[config.mk]
export PLATFORM = sky130hd
export DESIGN_NAME = ao_peripheral_subsystem
export DESIGN_NICKNAME = d
export VERILOG_FILES = /design/src/ao_periph_pkg.sv /design/src/periph_to_reg.sv /design/src/reg_demux.sv /design/src/soc_ctrl.sv /design/src/ao_timer.sv /design/src/fast_intr_ctrl.sv /design/src/ao_peripheral_subsystem.sv
export SDC_FILE = /design/constraint.sdc
export NUM_CORES = 1
export LEC_CHECK = 0
export ABC_AREA = 1
export BUFFER_PORTS_ARGS = -buffer_cell sky130_fd_sc_hd__buf_2
export CAP_MARGIN = 10
export CORE_ASPECT_RATIO = 1.75
export CORE_MARGIN = 2
export CORE_UTILIZATION = 36
export DETAILED_ROUTE_END_ITERATION = 16
export PLACE_DENSITY_LB_ADDON = 0.15
export SKIP_LAST_GASP = 1
export SLEW_MARGIN = 20
export SYNTH_ARGS = -nofsm -noshare
export SYNTH_HDL_FRONTEND = slang
export SYNTH_HIERARCHICAL = 1
export SYNTH_SLANG_ARGS = --single-unit
[constraint.sdc]
create_clock -name clk_i -period 13.1 [get_ports clk_i]
set_clock_uncertainty 0.05 [all_clocks]
set_input_delay 3.275 -clock clk_i [delete_from_list [all_inputs] [get_ports clk_i]]
set_output_delay 3.275 -clock clk_i [all_outputs]
set_load 0.02 [all_outputs]
[src/ao_periph_pkg.sv]
/* Always-on peripheral subsystem definitions
   Bus widths, slot map, register offsets and byte strobe merge */
`default_nettype none

package ao_periph_pkg;

  localparam int unsigned ADDR_WIDTH = 32;
  localparam int unsigned DATA_WIDTH = 32;
  localparam int unsigned STRB_WIDTH = DATA_WIDTH / 8;

  localparam int unsigned NUM_SLOTS       = 4;
  localparam int unsigned SLOT_SEL_WIDTH  = 2;
  localparam int unsigned SLOT_OFFSET_LSB = 12;

  localparam int unsigned SOC_CTRL_IDX   = 0;
  localparam int unsigned TIMER_IDX      = 1;
  localparam int unsigned FAST_INTR_IDX  = 2;
  localparam int unsigned EXT_PERIPH_IDX = 3;

  // 16 KiB window, four 4 KiB slots
  localparam logic [ADDR_WIDTH-1:0] AO_BASE_DEFAULT = 32'h2000_0000;
  localparam int unsigned NUM_FAST_INTR_DEFAULT = 15;

  localparam logic [SLOT_OFFSET_LSB-1:0] SOC_EXIT_VALID_OFS = 12'h000;
  localparam logic [SLOT_OFFSET_LSB-1:0] SOC_EXIT_VALUE_OFS = 12'h004;
  localparam logic [SLOT_OFFSET_LSB-1:0] SOC_BOOT_SEL_OFS   = 12'h008;

  localparam logic [SLOT_OFFSET_LSB-1:0] TMR_PRESCALE_OFS = 12'h000;
  localparam logic [SLOT_OFFSET_LSB-1:0] TMR_CTRL_OFS     = 12'h004;
  localparam logic [SLOT_OFFSET_LSB-1:0] TMR_MTIME_OFS    = 12'h008;
  localparam logic [SLOT_OFFSET_LSB-1:0] TMR_CMP0_OFS     = 12'h010;
  localparam logic [SLOT_OFFSET_LSB-1:0] TMR_CMP1_OFS     = 12'h014;
  localparam logic [SLOT_OFFSET_LSB-1:0] TMR_INTR_OFS     = 12'h018;

  localparam logic [SLOT_OFFSET_LSB-1:0] FIC_PENDING_OFS = 12'h000;
  localparam logic [SLOT_OFFSET_LSB-1:0] FIC_ENABLE_OFS  = 12'h004;

  // Replace the strobed bytes of a register word
  function automatic logic [DATA_WIDTH-1:0] apply_strb(input logic [DATA_WIDTH-1:0] old_val,
                                                       input logic [DATA_WIDTH-1:0] wdata,
                                                       input logic [STRB_WIDTH-1:0] strb);
    logic [DATA_WIDTH-1:0] res;
    res = old_val;
    for (int b = 0; b < STRB_WIDTH; b++) begin
      if (strb[b]) res[8*b +: 8] = wdata[8*b +: 8];
    end
    return res;
  endfunction

endpackage

`default_nettype wire

[src/periph_to_reg.sv]
/* Core memory port to register bus bridge
   Holds one request on the register bus until the slave answers */
`default_nettype none

module periph_to_reg (
  input  logic                                clk_i,
  input  logic                                rst_n_i,
  input  logic                                req_i,
  input  logic                                we_i,
  input  logic [ao_periph_pkg::ADDR_WIDTH-1:0] addr_i,
  input  logic [ao_periph_pkg::DATA_WIDTH-1:0] wdata_i,
  input  logic [ao_periph_pkg::STRB_WIDTH-1:0] be_i,
  output logic                                gnt_o,
  output logic                                rvalid_o,
  output logic [ao_periph_pkg::DATA_WIDTH-1:0] rdata_o,
  output logic                                err_o,
  output logic                                reg_valid_o,
  output logic                                reg_write_o,
  output logic [ao_periph_pkg::ADDR_WIDTH-1:0] reg_addr_o,
  output logic [ao_periph_pkg::DATA_WIDTH-1:0] reg_wdata_o,
  output logic [ao_periph_pkg::STRB_WIDTH-1:0] reg_wstrb_o,
  input  logic                                reg_ready_i,
  input  logic [ao_periph_pkg::DATA_WIDTH-1:0] reg_rdata_i,
  input  logic                                reg_error_i
);
  import ao_periph_pkg::*;

  logic                  busy_q;
  logic                  write_q;
  logic [ADDR_WIDTH-1:0] addr_q;
  logic [DATA_WIDTH-1:0] wdata_q;
  logic [STRB_WIDTH-1:0] wstrb_q;
  logic                  rvalid_q;
  logic [DATA_WIDTH-1:0] rdata_q;
  logic                  err_q;
  logic                  accept;
  logic                  done;

  assign gnt_o  = ~busy_q;
  assign accept = req_i & gnt_o;
  assign done   = busy_q & reg_ready_i;

  always_ff @(posedge clk_i) begin
    if (!rst_n_i) begin
      busy_q   <= 1'b0;
      rvalid_q <= 1'b0;
    end else begin
      if (accept) begin
        busy_q <= 1'b1;
      end else if (done) begin
        busy_q <= 1'b0;
      end
      rvalid_q <= done;
    end
  end

  always_ff @(posedge clk_i) begin
    if (accept) begin
      write_q <= we_i;
      addr_q  <= addr_i;
      wdata_q <= wdata_i;
      wstrb_q <= be_i;
    end
    // Writes return zero data
    if (done) begin
      rdata_q <= write_q ? '0 : reg_rdata_i;
      err_q   <= reg_error_i;
    end
  end

  assign reg_valid_o = busy_q;
  assign reg_write_o = write_q;
  assign reg_addr_o  = addr_q;
  assign reg_wdata_o = wdata_q;
  assign reg_wstrb_o = wstrb_q;

  assign rvalid_o = rvalid_q;
  assign rdata_o  = rdata_q;
  assign err_o    = err_q;

  // Request stays put while the slave stalls
  a_req_hold: assert property (@(posedge clk_i) disable iff (!rst_n_i)
    reg_valid_o && !reg_ready_i |=> reg_valid_o &&
      $stable({reg_write_o, reg_addr_o, reg_wdata_o, reg_wstrb_o}));

endmodule

`default_nettype wire

[src/reg_demux.sv]
/* Register bus demultiplexer
   Decodes the window, steers valid to one slot and returns its response */
`default_nettype none

module reg_demux #(
  parameter logic [ao_periph_pkg::ADDR_WIDTH-1:0] AO_BASE_ADDR = ao_periph_pkg::AO_BASE_DEFAULT
) (
  input  logic                                                         reg_valid_i,
  input  logic [ao_periph_pkg::ADDR_WIDTH-1:0]                         reg_addr_i,
  output logic                                                         reg_ready_o,
  output logic [ao_periph_pkg::DATA_WIDTH-1:0]                         reg_rdata_o,
  output logic                                                         reg_error_o,
  output logic [ao_periph_pkg::NUM_SLOTS-1:0]                          slot_valid_o,
  input  logic [ao_periph_pkg::NUM_SLOTS-1:0]                          slot_ready_i,
  input  logic [ao_periph_pkg::NUM_SLOTS-1:0][ao_periph_pkg::DATA_WIDTH-1:0] slot_rdata_i,
  input  logic [ao_periph_pkg::NUM_SLOTS-1:0]                          slot_error_i
);
  import ao_periph_pkg::*;

  // Lowest address bit above the slot index
  localparam int unsigned WIN_LSB = SLOT_OFFSET_LSB + SLOT_SEL_WIDTH;

  logic                      in_window;
  logic [SLOT_SEL_WIDTH-1:0] slot_sel;

  assign in_window = reg_addr_i[ADDR_WIDTH-1:WIN_LSB] == AO_BASE_ADDR[ADDR_WIDTH-1:WIN_LSB];
  assign slot_sel  = reg_addr_i[SLOT_OFFSET_LSB +: SLOT_SEL_WIDTH];

  always_comb begin
    // Outside the window the access ends at once with an error
    slot_valid_o = '0;
    reg_ready_o  = 1'b1;
    reg_rdata_o  = '0;
    reg_error_o  = 1'b1;
    if (in_window) begin
      slot_valid_o[slot_sel] = reg_valid_i;
      reg_ready_o = slot_ready_i[slot_sel];
      reg_rdata_o = slot_rdata_i[slot_sel];
      reg_error_o = slot_error_i[slot_sel];
    end
  end

  always_comb begin
    a_one_slot: assert ($onehot0(slot_valid_o));
  end

endmodule

`default_nettype wire

[src/soc_ctrl.sv]
/* SoC control registers
   Exit status for the test harness and synchronized boot-select readback */
`default_nettype none

module soc_ctrl (
  input  logic                                clk_i,
  input  logic                                rst_n_i,
  input  logic                                reg_valid_i,
  input  logic                                reg_write_i,
  input  logic [ao_periph_pkg::ADDR_WIDTH-1:0] reg_addr_i,
  input  logic [ao_periph_pkg::DATA_WIDTH-1:0] reg_wdata_i,
  input  logic [ao_periph_pkg::STRB_WIDTH-1:0] reg_wstrb_i,
  output logic                                reg_ready_o,
  output logic [ao_periph_pkg::DATA_WIDTH-1:0] reg_rdata_o,
  output logic                                reg_error_o,
  input  logic                                boot_select_i,
  output logic                                exit_valid_o,
  output logic [ao_periph_pkg::DATA_WIDTH-1:0] exit_value_o
);
  import ao_periph_pkg::*;

  logic [SLOT_OFFSET_LSB-1:0] ofs;
  logic                       wr_en;
  logic                       exit_valid_q;
  logic [DATA_WIDTH-1:0]      exit_value_q;
  logic [1:0]                 boot_sync_q;

  assign ofs         = reg_addr_i[SLOT_OFFSET_LSB-1:0];
  assign wr_en       = reg_valid_i & reg_write_i;
  assign reg_ready_o = reg_valid_i;

  always_ff @(posedge clk_i) begin
    if (!rst_n_i) begin
      exit_valid_q <= 1'b0;
      exit_value_q <= '0;
      boot_sync_q  <= '0;
    end else begin
      boot_sync_q <= {boot_sync_q[0], boot_select_i};
      if (wr_en && ofs == SOC_EXIT_VALID_OFS && reg_wstrb_i[0]) begin
        exit_valid_q <= reg_wdata_i[0];
      end
      if (wr_en && ofs == SOC_EXIT_VALUE_OFS) begin
        exit_value_q <= apply_strb(exit_value_q, reg_wdata_i, reg_wstrb_i);
      end
    end
  end

  always_comb begin
    reg_rdata_o = '0;
    reg_error_o = 1'b0;
    case (ofs)
      SOC_EXIT_VALID_OFS: reg_rdata_o = DATA_WIDTH'(exit_valid_q);
      SOC_EXIT_VALUE_OFS: reg_rdata_o = exit_value_q;
      SOC_BOOT_SEL_OFS:   reg_rdata_o = DATA_WIDTH'(boot_sync_q[1]);
      default:            reg_error_o = 1'b1;
    endcase
  end

  assign exit_valid_o = exit_valid_q;
  assign exit_value_o = exit_value_q;

endmodule

`default_nettype wire

[src/ao_timer.sv]
/* Always-on machine timer
   Prescaled 32-bit mtime with two compare channels and sticky interrupts */
`default_nettype none

module ao_timer (
  input  logic                                clk_i,
  input  logic                                rst_n_i,
  input  logic                                reg_valid_i,
  input  logic                                reg_write_i,
  input  logic [ao_periph_pkg::ADDR_WIDTH-1:0] reg_addr_i,
  input  logic [ao_periph_pkg::DATA_WIDTH-1:0] reg_wdata_i,
  input  logic [ao_periph_pkg::STRB_WIDTH-1:0] reg_wstrb_i,
  output logic                                reg_ready_o,
  output logic [ao_periph_pkg::DATA_WIDTH-1:0] reg_rdata_o,
  output logic                                reg_error_o,
  output logic                                timer_0_intr_o,
  output logic                                timer_1_intr_o
);
  import ao_periph_pkg::*;

  logic [SLOT_OFFSET_LSB-1:0] ofs;
  logic                       wr_en;
  logic [DATA_WIDTH-1:0]      prescale_q;
  logic [DATA_WIDTH-1:0]      presc_cnt_q;
  logic [2:0]                 ctrl_q;
  logic [DATA_WIDTH-1:0]      mtime_q;
  logic [DATA_WIDTH-1:0]      cmp0_q;
  logic [DATA_WIDTH-1:0]      cmp1_q;
  logic [1:0]                 intr_q;
  logic                       tick;
  logic [1:0]                 hit;
  logic [1:0]                 intr_clr;

  assign ofs         = reg_addr_i[SLOT_OFFSET_LSB-1:0];
  assign wr_en       = reg_valid_i & reg_write_i;
  assign reg_ready_o = reg_valid_i;

  // CTRL bit 0 runs the counter, bits 1 and 2 enable the channels
  assign tick     = ctrl_q[0] & (presc_cnt_q == prescale_q);
  assign hit[0]   = ctrl_q[1] & (mtime_q >= cmp0_q);
  assign hit[1]   = ctrl_q[2] & (mtime_q >= cmp1_q);
  assign intr_clr = (wr_en && ofs == TMR_INTR_OFS && reg_wstrb_i[0]) ? reg_wdata_i[1:0] : 2'b00;

  always_ff @(posedge clk_i) begin
    if (!rst_n_i) begin
      prescale_q  <= '0;
      presc_cnt_q <= '0;
      ctrl_q      <= '0;
      mtime_q     <= '0;
      cmp0_q      <= '0;
      cmp1_q      <= '0;
      intr_q      <= '0;
    end else begin
      if (wr_en && ofs == TMR_PRESCALE_OFS) begin
        prescale_q  <= apply_strb(prescale_q, reg_wdata_i, reg_wstrb_i);
        presc_cnt_q <= '0;
      end else if (tick) begin
        presc_cnt_q <= '0;
      end else if (ctrl_q[0]) begin
        presc_cnt_q <= presc_cnt_q + 1'b1;
      end
      // Software write to mtime beats the tick
      if (wr_en && ofs == TMR_MTIME_OFS) begin
        mtime_q <= apply_strb(mtime_q, reg_wdata_i, reg_wstrb_i);
      end else if (tick) begin
        mtime_q <= mtime_q + 1'b1;
      end
      if (wr_en && ofs == TMR_CTRL_OFS && reg_wstrb_i[0]) ctrl_q <= reg_wdata_i[2:0];
      if (wr_en && ofs == TMR_CMP0_OFS) cmp0_q <= apply_strb(cmp0_q, reg_wdata_i, reg_wstrb_i);
      if (wr_en && ofs == TMR_CMP1_OFS) cmp1_q <= apply_strb(cmp1_q, reg_wdata_i, reg_wstrb_i);
      intr_q <= (intr_q & ~intr_clr) | hit;
    end
  end

  always_comb begin
    reg_rdata_o = '0;
    reg_error_o = 1'b0;
    case (ofs)
      TMR_PRESCALE_OFS: reg_rdata_o = prescale_q;
      TMR_CTRL_OFS:     reg_rdata_o = DATA_WIDTH'(ctrl_q);
      TMR_MTIME_OFS:    reg_rdata_o = mtime_q;
      TMR_CMP0_OFS:     reg_rdata_o = cmp0_q;
      TMR_CMP1_OFS:     reg_rdata_o = cmp1_q;
      TMR_INTR_OFS:     reg_rdata_o = DATA_WIDTH'(intr_q);
      default:          reg_error_o = 1'b1;
    endcase
  end

  assign timer_0_intr_o = intr_q[0];
  assign timer_1_intr_o = intr_q[1];

  a_presc_bound: assert property (@(posedge clk_i) disable iff (!rst_n_i)
    presc_cnt_q <= prescale_q);

endmodule

`default_nettype wire

[src/fast_intr_ctrl.sv]
/* Fast interrupt controller
   Sticky pending bits per line, masked by an enable register */
`default_nettype none

module fast_intr_ctrl #(
  parameter int unsigned NUM_FAST_INTR = ao_periph_pkg::NUM_FAST_INTR_DEFAULT
) (
  input  logic                                clk_i,
  input  logic                                rst_n_i,
  input  logic                                reg_valid_i,
  input  logic                                reg_write_i,
  input  logic [ao_periph_pkg::ADDR_WIDTH-1:0] reg_addr_i,
  input  logic [ao_periph_pkg::DATA_WIDTH-1:0] reg_wdata_i,
  input  logic [ao_periph_pkg::STRB_WIDTH-1:0] reg_wstrb_i,
  output logic                                reg_ready_o,
  output logic [ao_periph_pkg::DATA_WIDTH-1:0] reg_rdata_o,
  output logic                                reg_error_o,
  input  logic [NUM_FAST_INTR-1:0]            fast_intr_i,
  output logic [NUM_FAST_INTR-1:0]            fast_intr_o
);
  import ao_periph_pkg::*;

  logic [SLOT_OFFSET_LSB-1:0] ofs;
  logic                       wr_en;
  logic [NUM_FAST_INTR-1:0]   wmask;
  logic [NUM_FAST_INTR-1:0]   pending_q;
  logic [NUM_FAST_INTR-1:0]   enable_q;
  logic [NUM_FAST_INTR-1:0]   pend_clr;

  assign ofs         = reg_addr_i[SLOT_OFFSET_LSB-1:0];
  assign wr_en       = reg_valid_i & reg_write_i;
  assign reg_ready_o = reg_valid_i;
  assign wmask       = NUM_FAST_INTR'(apply_strb('0, reg_wdata_i, reg_wstrb_i));
  assign pend_clr    = (wr_en && ofs == FIC_PENDING_OFS) ? wmask : '0;

  always_ff @(posedge clk_i) begin
    if (!rst_n_i) begin
      pending_q <= '0;
      enable_q  <= '0;
    end else begin
      // A line still asserted keeps its bit set
      pending_q <= (pending_q & ~pend_clr) | fast_intr_i;
      if (wr_en && ofs == FIC_ENABLE_OFS) begin
        enable_q <= NUM_FAST_INTR'(apply_strb(DATA_WIDTH'(enable_q), reg_wdata_i, reg_wstrb_i));
      end
    end
  end

  always_comb begin
    reg_rdata_o = '0;
    reg_error_o = 1'b0;
    case (ofs)
      FIC_PENDING_OFS: reg_rdata_o = DATA_WIDTH'(pending_q);
      FIC_ENABLE_OFS:  reg_rdata_o = DATA_WIDTH'(enable_q);
      default:         reg_error_o = 1'b1;
    endcase
  end

  assign fast_intr_o = pending_q & enable_q;

endmodule

`default_nettype wire

[src/ao_peripheral_subsystem.sv]
/* Always-on peripheral subsystem
   Bridges the core port onto the register bus and serves four slots */
`default_nettype none

module ao_peripheral_subsystem #(
  parameter logic [ao_periph_pkg::ADDR_WIDTH-1:0] AO_BASE_ADDR  = ao_periph_pkg::AO_BASE_DEFAULT,
  parameter int unsigned                         NUM_FAST_INTR = ao_periph_pkg::NUM_FAST_INTR_DEFAULT
) (
  input  logic                                clk_i,
  input  logic                                rst_n_i,
  input  logic                                req_i,
  input  logic                                we_i,
  input  logic [ao_periph_pkg::ADDR_WIDTH-1:0] addr_i,
  input  logic [ao_periph_pkg::DATA_WIDTH-1:0] wdata_i,
  input  logic [ao_periph_pkg::STRB_WIDTH-1:0] be_i,
  output logic                                gnt_o,
  output logic                                rvalid_o,
  output logic [ao_periph_pkg::DATA_WIDTH-1:0] rdata_o,
  output logic                                err_o,
  input  logic                                boot_select_i,
  output logic                                exit_valid_o,
  output logic [ao_periph_pkg::DATA_WIDTH-1:0] exit_value_o,
  output logic                                timer_0_intr_o,
  output logic                                timer_1_intr_o,
  input  logic [NUM_FAST_INTR-1:0]            fast_intr_i,
  output logic [NUM_FAST_INTR-1:0]            fast_intr_o,
  output logic                                ext_valid_o,
  output logic                                ext_write_o,
  output logic [ao_periph_pkg::ADDR_WIDTH-1:0] ext_addr_o,
  output logic [ao_periph_pkg::DATA_WIDTH-1:0] ext_wdata_o,
  output logic [ao_periph_pkg::STRB_WIDTH-1:0] ext_wstrb_o,
  input  logic                                ext_ready_i,
  input  logic [ao_periph_pkg::DATA_WIDTH-1:0] ext_rdata_i,
  input  logic                                ext_error_i
);
  import ao_periph_pkg::*;

  logic                                 reg_valid;
  logic                                 reg_write;
  logic [ADDR_WIDTH-1:0]                reg_addr;
  logic [DATA_WIDTH-1:0]                reg_wdata;
  logic [STRB_WIDTH-1:0]                reg_wstrb;
  logic                                 reg_ready;
  logic [DATA_WIDTH-1:0]                reg_rdata;
  logic                                 reg_error;
  logic [NUM_SLOTS-1:0]                 slot_valid;
  logic [NUM_SLOTS-1:0]                 slot_ready;
  logic [NUM_SLOTS-1:0][DATA_WIDTH-1:0] slot_rdata;
  logic [NUM_SLOTS-1:0]                 slot_error;

  periph_to_reg periph_to_reg_i (
    .clk_i, .rst_n_i, .req_i, .we_i, .addr_i, .wdata_i, .be_i,
    .gnt_o, .rvalid_o, .rdata_o, .err_o,
    .reg_valid_o(reg_valid), .reg_write_o(reg_write), .reg_addr_o(reg_addr),
    .reg_wdata_o(reg_wdata), .reg_wstrb_o(reg_wstrb),
    .reg_ready_i(reg_ready), .reg_rdata_i(reg_rdata), .reg_error_i(reg_error)
  );

  reg_demux #(.AO_BASE_ADDR(AO_BASE_ADDR)) reg_demux_i (
    .reg_valid_i(reg_valid), .reg_addr_i(reg_addr),
    .reg_ready_o(reg_ready), .reg_rdata_o(reg_rdata), .reg_error_o(reg_error),
    .slot_valid_o(slot_valid), .slot_ready_i(slot_ready),
    .slot_rdata_i(slot_rdata), .slot_error_i(slot_error)
  );

  soc_ctrl soc_ctrl_i (
    .clk_i, .rst_n_i,
    .reg_valid_i(slot_valid[SOC_CTRL_IDX]), .reg_write_i(reg_write), .reg_addr_i(reg_addr),
    .reg_wdata_i(reg_wdata), .reg_wstrb_i(reg_wstrb),
    .reg_ready_o(slot_ready[SOC_CTRL_IDX]), .reg_rdata_o(slot_rdata[SOC_CTRL_IDX]),
    .reg_error_o(slot_error[SOC_CTRL_IDX]),
    .boot_select_i, .exit_valid_o, .exit_value_o
  );

  ao_timer ao_timer_i (
    .clk_i, .rst_n_i,
    .reg_valid_i(slot_valid[TIMER_IDX]), .reg_write_i(reg_write), .reg_addr_i(reg_addr),
    .reg_wdata_i(reg_wdata), .reg_wstrb_i(reg_wstrb),
    .reg_ready_o(slot_ready[TIMER_IDX]), .reg_rdata_o(slot_rdata[TIMER_IDX]),
    .reg_error_o(slot_error[TIMER_IDX]),
    .timer_0_intr_o, .timer_1_intr_o
  );

  fast_intr_ctrl #(.NUM_FAST_INTR(NUM_FAST_INTR)) fast_intr_ctrl_i (
    .clk_i, .rst_n_i,
    .reg_valid_i(slot_valid[FAST_INTR_IDX]), .reg_write_i(reg_write), .reg_addr_i(reg_addr),
    .reg_wdata_i(reg_wdata), .reg_wstrb_i(reg_wstrb),
    .reg_ready_o(slot_ready[FAST_INTR_IDX]), .reg_rdata_o(slot_rdata[FAST_INTR_IDX]),
    .reg_error_o(slot_error[FAST_INTR_IDX]),
    .fast_intr_i, .fast_intr_o
  );

  // External slot goes straight out to the pins
  assign ext_valid_o                = slot_valid[EXT_PERIPH_IDX];
  assign ext_write_o                = reg_write;
  assign ext_addr_o                 = reg_addr;
  assign ext_wdata_o                = reg_wdata;
  assign ext_wstrb_o                = reg_wstrb;
  assign slot_ready[EXT_PERIPH_IDX] = ext_ready_i;
  assign slot_rdata[EXT_PERIPH_IDX] = ext_rdata_i;
  assign slot_error[EXT_PERIPH_IDX] = ext_error_i;

endmodule

`default_nettype wire

==> run summary, run 1 <==
Status: complete, no violations
TritonCTS clock tree: built
DR pass1 iterations: 6
DRC: 0
CTS Root Cell: clkbuf_16
Post-CTS Setup Bufs: 0
Post-synth cell types: 53
Share of layout cells above drive strength 1: 0.144
I/O Pins: 277
Worst-Margin Slew: 1100 ps
Initial antenna violation count: 2
Placeable Area: 53100 µm²
Area delta synth->final: 15.3%
Fin crit period: 5580 ps
Worst-Skew Late Latency: 560 ps
Reg2reg start: periph_to_reg_i/reg_addr_o[12]
CP Capture Type: output pin
Syn Inst Count: 2740
NumNets Final: 3161
Pwr Total: 2.40 mW
Routed len/inst: 21.3 µm
Worst EP required: 9770 ps
Sequential fraction of the synthesis area: 0.400
Post-route antenna net violation count: 0
Longest Clk Path Bufs: 3
CP startpoint kind: flip-flop
Hold slack: 386 ps
Via count: 19000
# clock sinks: 334
Vias in the first global route: 18900
Max VDD drop: 0.115 mV
Flip-flop and latch count after synthesis: 334
Reg clk slew, reported paths: 60 ps
Max-slew headroom: 0.261
IO Port Bufs: 276
Via/cell ratio: 5.14
Core Rows: 112
Hold Vio Cnt, Final: 0
Setup Crit Path Kind: reg -> out
Gr ovfl total: 0
Ratio of final minimum period to clock period: 0.426
Synthesized area: 19300 µm²
Total negative slack: 0 ps
Starting Density: 0.363
Synth top cells by count: nand2_1, nor2_1, inv_1
Most frequent cell after synthesis: nand2_1
Detailed placement HPWL: 60200 µm
Crit path from: periph_to_reg_i/reg_addr_o[13]
Top_reg_cell synth: dfxtp_1
Hold wc startpoint: soc_ctrl_i/boot_sync_q[0]
Lkg Pwr: 9.99 nW
Ant. Diodes: 0
Fmax: 179 MHz
Synth Warn #: 6
GPL Wtd Cong: 0.964
Post_cts resized: 0
Hold buffer count at CTS: 0
EDFF count, synth: 102
Synth area leader: dfxtp_1
H-tree Lvls: 2
Die area: 55500 µm²
Power Dens Cells: 108 nW/µm²
Fill cell count: 5589
RSZ-0062 raised after global routing: false
Most area-consuming cells after synthesis: dfxtp_1, edfxtp_1, nand2_1
Die height: 310 µm
CP arrival: 2260 ps
Final setup vio count: 0
Largest net degree at the start of global routing: 81
Synthesized area per cell: 7.04 µm²
Die width: 179 µm
Initial DRC count: 1050
First-pass GRT wire length: 115000 µm
Pins over their slew limit: 0
Max-cap violations: 0
Total CTS buffers: 38
GR Util All Layers: 0.282
Post-Layout Cell Count: 3687
Crit Path Max Fanout: 33
Worst hold path class: reg -> reg
DRT Wirelength: 78700 µm
Synth top area share: 0.241
Placed Instances: 3617
Post-synth ARST share: 0
## final cells by class
cell class / instances / area (µm²) / share of cell area
clock buffer: 57 / 1130 / 0.0510
clock inverter: 13 / 164 / 0.00737
inverter: 396 / 1490 / 0.0670
multi-input combinational: 1909 / 9370 / 0.421
sequential: 334 / 7710 / 0.347
tap: 684 / 856 / 0.0385
timing repair buffer: 294 / 1520 / 0.0683
## cell usage in the layout, fill, tap and decap left out, types with 36 or more instances in the layout
cell / instances
buf_2: 275
inv_1: 377
dfxtp_1: 232
a21oi_1: 169
clkbuf_16: 40
nand3_1: 113
ha_1: 66
nor2_1: 422
nand2_1: 717
nand4_1: 36
edfxtp_1: 102
o21ai_0: 139
## power breakdown
part / switching (mW) / internal, mW / leakage [nW]
Combinational: 0.0994 / 0.0430 / 6.51
Clock: 0.469 / 0.661 / 0.628
Sequential: 0.0398 / 1.09 / 2.86
Total: 0.608 / 1.80 / 9.99
## cell families (layout without fill, tap and decap cells)
| group | count (synthesis) | in the layout | share of synthesized area |
|---|---|---|---|
| and+or+nand+nor | 1381 | 1381 | 0.306 |
| buffers and inverters | 513 | 760 | 0.118 |
| AOI/OAI and AO/OA | 413 | 413 | 0.119 |
| DFF | 334 | 334 | 0.400 |
| adders and majority gates | 66 | 66 | 0.0428 |
| xor gates and xnor gates | 32 | 32 | 0.0145 |
| other | 1 | 17 | 0.000194 |
## worst paths after layout
check | end | slack (ps) | depth (start not counted)
setup / recovery | ext_valid_o | 7520 | 5
hold / removal | soc_ctrl_i/boot_sync_q[1] | 390 | 2
setup reg to reg | ao_timer_i/mtime_q[22] | 8990 | 13
hold reg to reg | soc_ctrl_i/boot_sync_q[1] | 390 | 2
## registers in the layout, indices dropped and copies added (netlist names), 32 cells and up
| name | flops |
|---|---|
| ao_timer_i/cmp0_q | 32 |
| ao_timer_i/cmp1_q | 32 |
| ao_timer_i/mtime_q | 32 |
| ao_timer_i/presc_cnt_q | 32 |
| ao_timer_i/prescale_q | 32 |
| periph_to_reg_i/rdata_o | 32 |
| periph_to_reg_i/reg_addr_o | 32 |
| periph_to_reg_i/reg_wdata_o | 32 |
| soc_ctrl_i/exit_value_o | 32 |
## worst max-delay path: stages, from the launching register on
cell	delay [ps]
edfxtp_1	680
nand2_1	130
inv_2	470
nand2_1	100
nor2_1	130
buf_2	190
## per-layer routing
metal | wire (µm) | up-vias | global-route usage
li1 | - | 9184 | -
met1 | 27700 | 8826 | 0.287
met2 | 39700 | 706 | 0.511
met3 | 4120 | 233 | 0.0390
met4 | 7180 | 4 | 0.220
met5 | 27 | - | 0
## through the flow
step	util	worst slack [ps]	instance area (µm²)
4_1_cts	0.419	7480	22200
2_1_floorplan	-	6340	19400
5_1_grt	0.419	7340	22200
3_3_place_gp	0.394	7450	20900
6_report	0.419	7520	22200
3_5_place_dp	0.394	7440	20900
No activity file was read; power rests on OpenSTA's default activity.
==> run 2, diff against run 1 <==
--- a/config.mk
+++ b/config.mk
@@ -5,7 +5,7 @@
 export SDC_FILE = /design/constraint.sdc
 export NUM_CORES = 1
 export LEC_CHECK = 0
-export ABC_AREA = 1
+export ABC_AREA = 0
 export BUFFER_PORTS_ARGS = -buffer_cell sky130_fd_sc_hd__buf_2
 export CAP_MARGIN = 10
 export CORE_ASPECT_RATIO = 1.75
==> constraint.sdc (replaced) <==
create_clock -name clk_i -period 5.65 [get_ports clk_i]
set_clock_uncertainty 0.05 [all_clocks]
set_input_delay 1.4125 -clock clk_i [delete_from_list [all_inputs] [get_ports clk_i]]
set_output_delay 1.4125 -clock clk_i [all_outputs]
set_load 0.02 [all_outputs]
==> run 2 against run 1 <==
First-iteration DRC count grew 8.7%. Non-clock buffer count is 7 higher. Utilization increased by 0.18 points. Hold slack improved by 9.4 ps. Die area is 5.6% lower. Design area is 5.1% lower. Area after synthesis fell by 5.7%. Synthesized cell count decreased by 30%. Wire length shrank 19%. Total power is 120% higher. Critical path type unchanged. Largest power group unchanged.
==> run summary, run 2 <==
NumNets Final: 2330
DRC: 0
Status: complete, no violations
Synth top area share: 0.255
Detailed placement HPWL: 47600 µm
Syn Inst Count: 1915
Ratio of final minimum period to clock period: 0.743
Fmax: 238 MHz
Top_reg_cell synth: dfxtp_1
Synth Warn #: 6
Final worst setup slack: 1450 ps
Post-CTS Setup Bufs: 0
Lkg Pwr: 8.35 nW
Synthesized area per cell: 9.50 µm²
Synthesized area: 18200 µm²
Placed Instances: 2770
Power Dens Cells: 251 nW/µm²
Synth top cells by count: dfxtp_1, nand2_1, nor2_1
Worst flop-to-flop path endpoint: ao_timer_i/mtime_q[26]
CTS Root Cell: clkbuf_16
H-tree Lvls: 2
Post-Layout Cell Count: 2837
Clock share of power: 0.438
Via count: 15400
Max VDD drop: 0.213 mV
GPL Wtd Cong: 0.886
Design area: 21100 µm²
Longest Clk Path Bufs: 3
Most frequent cells in the layout: buf_2, dfxtp_1, nand2_1, nor2_1, mux2i_1
Worst EP required: 4190 ps
Worst-Skew Late Latency: 540 ps
Total negative slack: 0 ps
First-pass GRT wire length: 95400 µm
Fill cell count: 5106
Hold wc startpoint: soc_ctrl_i/boot_sync_q[0]
Final setup vio count: 0
Pint: 3.97 mW
Critical-path cell list: nor4_1 -> nand4b_1 -> buf_4 -> nor4_1 -> buf_2
Vias in the first global route: 15400
Setup Crit Path Kind: reg -> out
Post-route antenna net violation count: 0
Hold Vio Cnt, Final: 0
Fin crit period: 4200 ps
Starting Density: 0.363
Pwr Total: 5.29 mW
CP arrival: 2740 ps
Most frequent cell after synthesis: dfxtp_1
DRT Wirelength: 63800 µm
Reg2reg start: periph_to_reg_i/reg_addr_o[14]
Worst hold path class: reg -> reg
Seq pwr share: 0.495
Post_cts resized: 0
Die width: 174 µm
Hold Path End: soc_ctrl_i/boot_sync_q[1]
Hold buffer count at CTS: 0
TritonCTS clock tree: built
Critical Path Most Common Cell: nor4_1
Reg clk slew, reported paths: 60 ps
Core Rows: 109
Total CTS buffers: 36
CP Capture Type: output pin
CP startpoint kind: flip-flop
EDFF count, synth: 102
Pre-CTS setup slack: 1780 ps
Net Sw Power: 1.32 mW
DR pass1 iterations: 5
Via/cell ratio: 5.43
Commonest non-fill, non-tap cell in the layout: buf_2
Post-synth cell types: 80
Sequential fraction of the synthesis area: 0.424
Share of layout cells above drive strength 1: 0.197
Most area-consuming cells after synthesis: dfxtp_1, edfxtp_1, mux2i_1
Hold depth: 1
Largest net degree at the start of global routing: 77
Die area: 52400 µm²
Pins over their slew limit: 0
Setup slack, reg-to-reg: 1800 ps
Initial antenna violation count: 1
Routed len/inst: 22.5 µm
Synth area leader: dfxtp_1
Post-synth ARST share: 0
# clock sinks: 334
DP Area: 20000 µm²
Worst path max stage delay: 410 ps
Crit Path Max Fanout: 37
I/O Pins: 277
Area delta synth->final: 16.0%
Worst path slowest cell: edfxtp_1
Comb power frac: 0.067
GR Util All Layers: 0.238
RSZ-0062 raised after global routing: false
Gr ovfl total: 0
Max-slew headroom: 0.388
Max-cap violations: 0
Cell depth of the worst flop-to-flop path: 10
Die height: 301 µm
Worst-Margin Slew: 910 ps
Initial DRC count: 1141
Placeable Area: 50200 µm²
Switching portion of total power: 0.249
Flip-flop and latch count after synthesis: 334
IO Port Bufs: 276
-- run 2: changes by cell type after synthesis, moves of 35 or more --
cell     change
nor2_1     -281
mux2i_1    +137
nor2b_1     +37
nand2_1    -497
nor3b_1     +35
o21ai_0     -66
inv_1      -293
nand3_1     -52
and2_1      +66
a21oi_1     -46
-- run 2: layout make-up --
cell class / count / area, µm² / share of cell area
antenna: 1 / 2.50 / 0.000119
inverter: 85 / 320 / 0.0152
clock buffer: 61 / 1090 / 0.0517
timing repair buffer: 301 / 1570 / 0.0745
multi-input combinational: 1384 / 9540 / 0.452
sequential: 334 / 7710 / 0.365
clock inverter: 5 / 38.8 / 0.00184
tap: 666 / 833 / 0.0395
-- run 2: per-stage QoR --
step,hold slack (ps),util
2_1_floorplan,362,-
3_5_place_dp,378,0.398
3_3_place_gp,379,0.398
5_1_grt,401,0.421
4_1_cts,399,0.420
6_report,395,0.421
-- run 2: cell families (layout without fill, tap and decap cells) --
group | Yosys count | after routing | synth area share
muxes | 173 | 173 | 0.119
adders and majority gates | 66 | 66 | 0.0454
buffers and inverters | 213 | 452 | 0.0567
other | 1 | 18 | 0.000206
AOI/OAI and AO/OA | 320 | 320 | 0.108
xor gates and xnor gates | 68 | 68 | 0.0327
DFF | 334 | 334 | 0.424
and+or+nand+nor | 740 | 740 | 0.214
-- run 2: worst max path at each step --
stage,slack [ps],startpoint,depth (start not counted),end
after floorplan,650,req_i,1,periph_to_reg_i/reg_addr_o[0]
after global routing,1330,periph_to_reg_i/reg_addr_o[15],5,ext_valid_o
after CTS,1400,periph_to_reg_i/reg_addr_o[15],5,ext_valid_o
final,1450,periph_to_reg_i/reg_addr_o[14],5,ext_valid_o
after global placement,1950,periph_to_reg_i/reg_addr_o[15],8,periph_to_reg_i/rdata_o[26]
after detailed placement,1780,periph_to_reg_i/reg_addr_o[15],8,periph_to_reg_i/rdata_o[29]
-- run 2: power by group through the flow --
stage                     sequential (mW)  combinational, mW  clock (mW)
final                                2.62              0.356        2.32
after global routing                 2.62              0.382        2.45
after CTS                            2.62              0.359        2.37
after detailed placement             2.67              0.358           0
after global placement               2.67              0.355           0
after floorplan                      2.67              0.176           0
-- run 2: critical path: cells and delay by family, from the launching register on --
family / cells / cell delay (ps)
flops: 1 / 410
buf+inv: 2 / 630
simple gates: 3 / 1150
-- run 2: layer usage --
layer	global-route usage	vias up	wire, µm
li1	-	7279	-
met1	0.278	7492	25100
met2	0.439	539	32700
met3	0.0298	107	3540
met4	0.0964	0	2470
met5	0	-	0
==> run 3, diff against run 2 <==
==> constraint.sdc (replaced) <==
create_clock -name clk_i -period 3.6 [get_ports clk_i]
set_clock_uncertainty 0.05 [all_clocks]
set_input_delay 0.9 -clock clk_i [delete_from_list [all_inputs] [get_ports clk_i]]
set_output_delay 0.9 -clock clk_i [all_outputs]
set_load 0.02 [all_outputs]
==> run 3 against run 2 <==
Wire length up 1.8%. Clock power up 65%. Via count up 1.4%. Register-to-register slack worse by 1400 ps. Sequential power up 56%. Flip-flop and latch count unchanged. Critical path depth up 1. Count of clock-buffer cells in the layout down 14. Sequential share of layout area down 0.68 points. Die area unchanged. Hold slack better by 24 ps.
==> run summary, run 3 (same netlist as run 2, synthesis figures left out) <==
Area delta synth->final: 18.2%
Die area: 52400 µm²
RSZ-0062 raised after global routing: false
Final Core Density: 0.429
Initial DRC count: 1088
Crit Path Max Fanout: 37
Lkg Pwr: 8.59 nW
Power Dens Cells: 396 nW/µm²
Die width: 174 µm
Post-route antenna net violation count: 0
DP Area: 20300 µm²
Pre-CTS setup slack: 269 ps
Via count: 15600
Via/cell ratio: 5.44
IO Port Bufs: 276
Core Rows: 109
Routed len/inst: 22.6 µm
Hold slack: 419 ps
Max-slew headroom: 0.480
Detailed placement HPWL: 48700 µm
DRC: 0
DRT Wirelength: 64900 µm
Initial antenna violation count: 2
CP arrival: 2410 ps
Placed Instances: 2803
Hold Vio Cnt, Final: 0
Post-Layout Cell Count: 2873
Total negative slack: 0 ps
# clock sinks: 334
Worst hold path class: reg -> reg
Total CTS buffers: 37
Starting Density: 0.363
Status: complete, no violations
Largest net degree at the start of global routing: 78
CP Capture Type: output pin
Design area: 21500 µm²
NumNets Final: 2365
Most frequent cells in the layout: buf_2, dfxtp_1, nand2_1, nor2_1, mux2i_1
GPL Wtd Cong: 0.913
Setup Crit Path Kind: reg -> out
Vias in the first global route: 15600
Max VDD drop: 0.305 mV
CTS Root Cell: clkbuf_16
Longest Clk Path Bufs: 3
Pins over their slew limit: 0
Worst-Margin Slew: 771 ps
Share of layout cells above drive strength 1: 0.212
Fin crit period: 3360 ps
Gr ovfl total: 0
Pwr Total: 8.51 mW
Max-cap violations: 0
Final setup vio count: 0
CP startpoint kind: flip-flop
I/O Pins: 277
GR Util All Layers: 0.243
Die height: 301 µm
Reg clk slew, reported paths: 60 ps
Placeable Area: 50200 µm²
Worst-Skew Late Latency: 560 ps
Commonest non-fill, non-tap cell in the layout: buf_2
First-pass GRT wire length: 96500 µm
Final worst setup slack: 239 ps
TritonCTS clock tree: built
Worst EP required: 2650 ps
DR pass1 iterations: 5
Fmax: 298 MHz
Ratio of final minimum period to clock period: 0.934
H-tree Lvls: 2
==> run 3: worst paths after layout <==
path,slack [ps],depth (start not counted),end,from
min reg2reg,420,2,fast_intr_ctrl_i/enable_q[6],fast_intr_ctrl_i/enable_q[6]
max,240,6,ext_valid_o,periph_to_reg_i/reg_addr_o[15]
min,420,2,fast_intr_ctrl_i/enable_q[6],fast_intr_ctrl_i/enable_q[6]
max reg2reg,380,6,periph_to_reg_i/rdata_o[11],periph_to_reg_i/reg_addr_o[3]
==> run 3: final cells by class <==
| class | count | area [µm²] |
|---|---|---|
| Inverter | 85 | 319 |
| Antenna cell | 2 | 5.00 |
| Tap cell | 666 | 833 |
| Fill cell | 5004 | 28700 |
| Timing Repair Buffer | 335 | 1930 |
| Sequential cell | 334 | 7710 |
| Clock inverter | 20 | 198 |
| Multi-Input combinational cell | 1384 | 9530 |
| Clock buffer | 47 | 983 |
==> run 3: timing repair <==
item                                   4_1_cts  5_1_grt
hold buffers                                 0        0
setup endpoints to repair                    1       26
setup buffers                                0        1
resized for setup                            1        2
endpoints found under the hold margin        0        0
pin swaps                                    1        1
==> run 3: routing by layer <==
metal | share of wire | track usage | up-vias
met3 | 0.056 | 0.0327 | 137
li1 | - | - | 7345
met5 | 0 | 0 | -
met4 | 0.045 | 0.113 | 0
met1 | 0.39 | 0.286 | 7597
met2 | 0.50 | 0.436 | 554
==> run 3: critical path: stages (launching register included) <==
cell      delay, ps
edfxtp_1        380
nor4_1          340
nand4b_1        130
buf_4           180
buf_6           200
nor4_1          370
buf_2           240
==> run 3: power by group <==
group          internal (mW)  leakage [nW]  switching, mW
Combinational          0.218          5.13          0.382
Clock                   2.17         0.579           1.65
Sequential              3.97          2.88          0.122
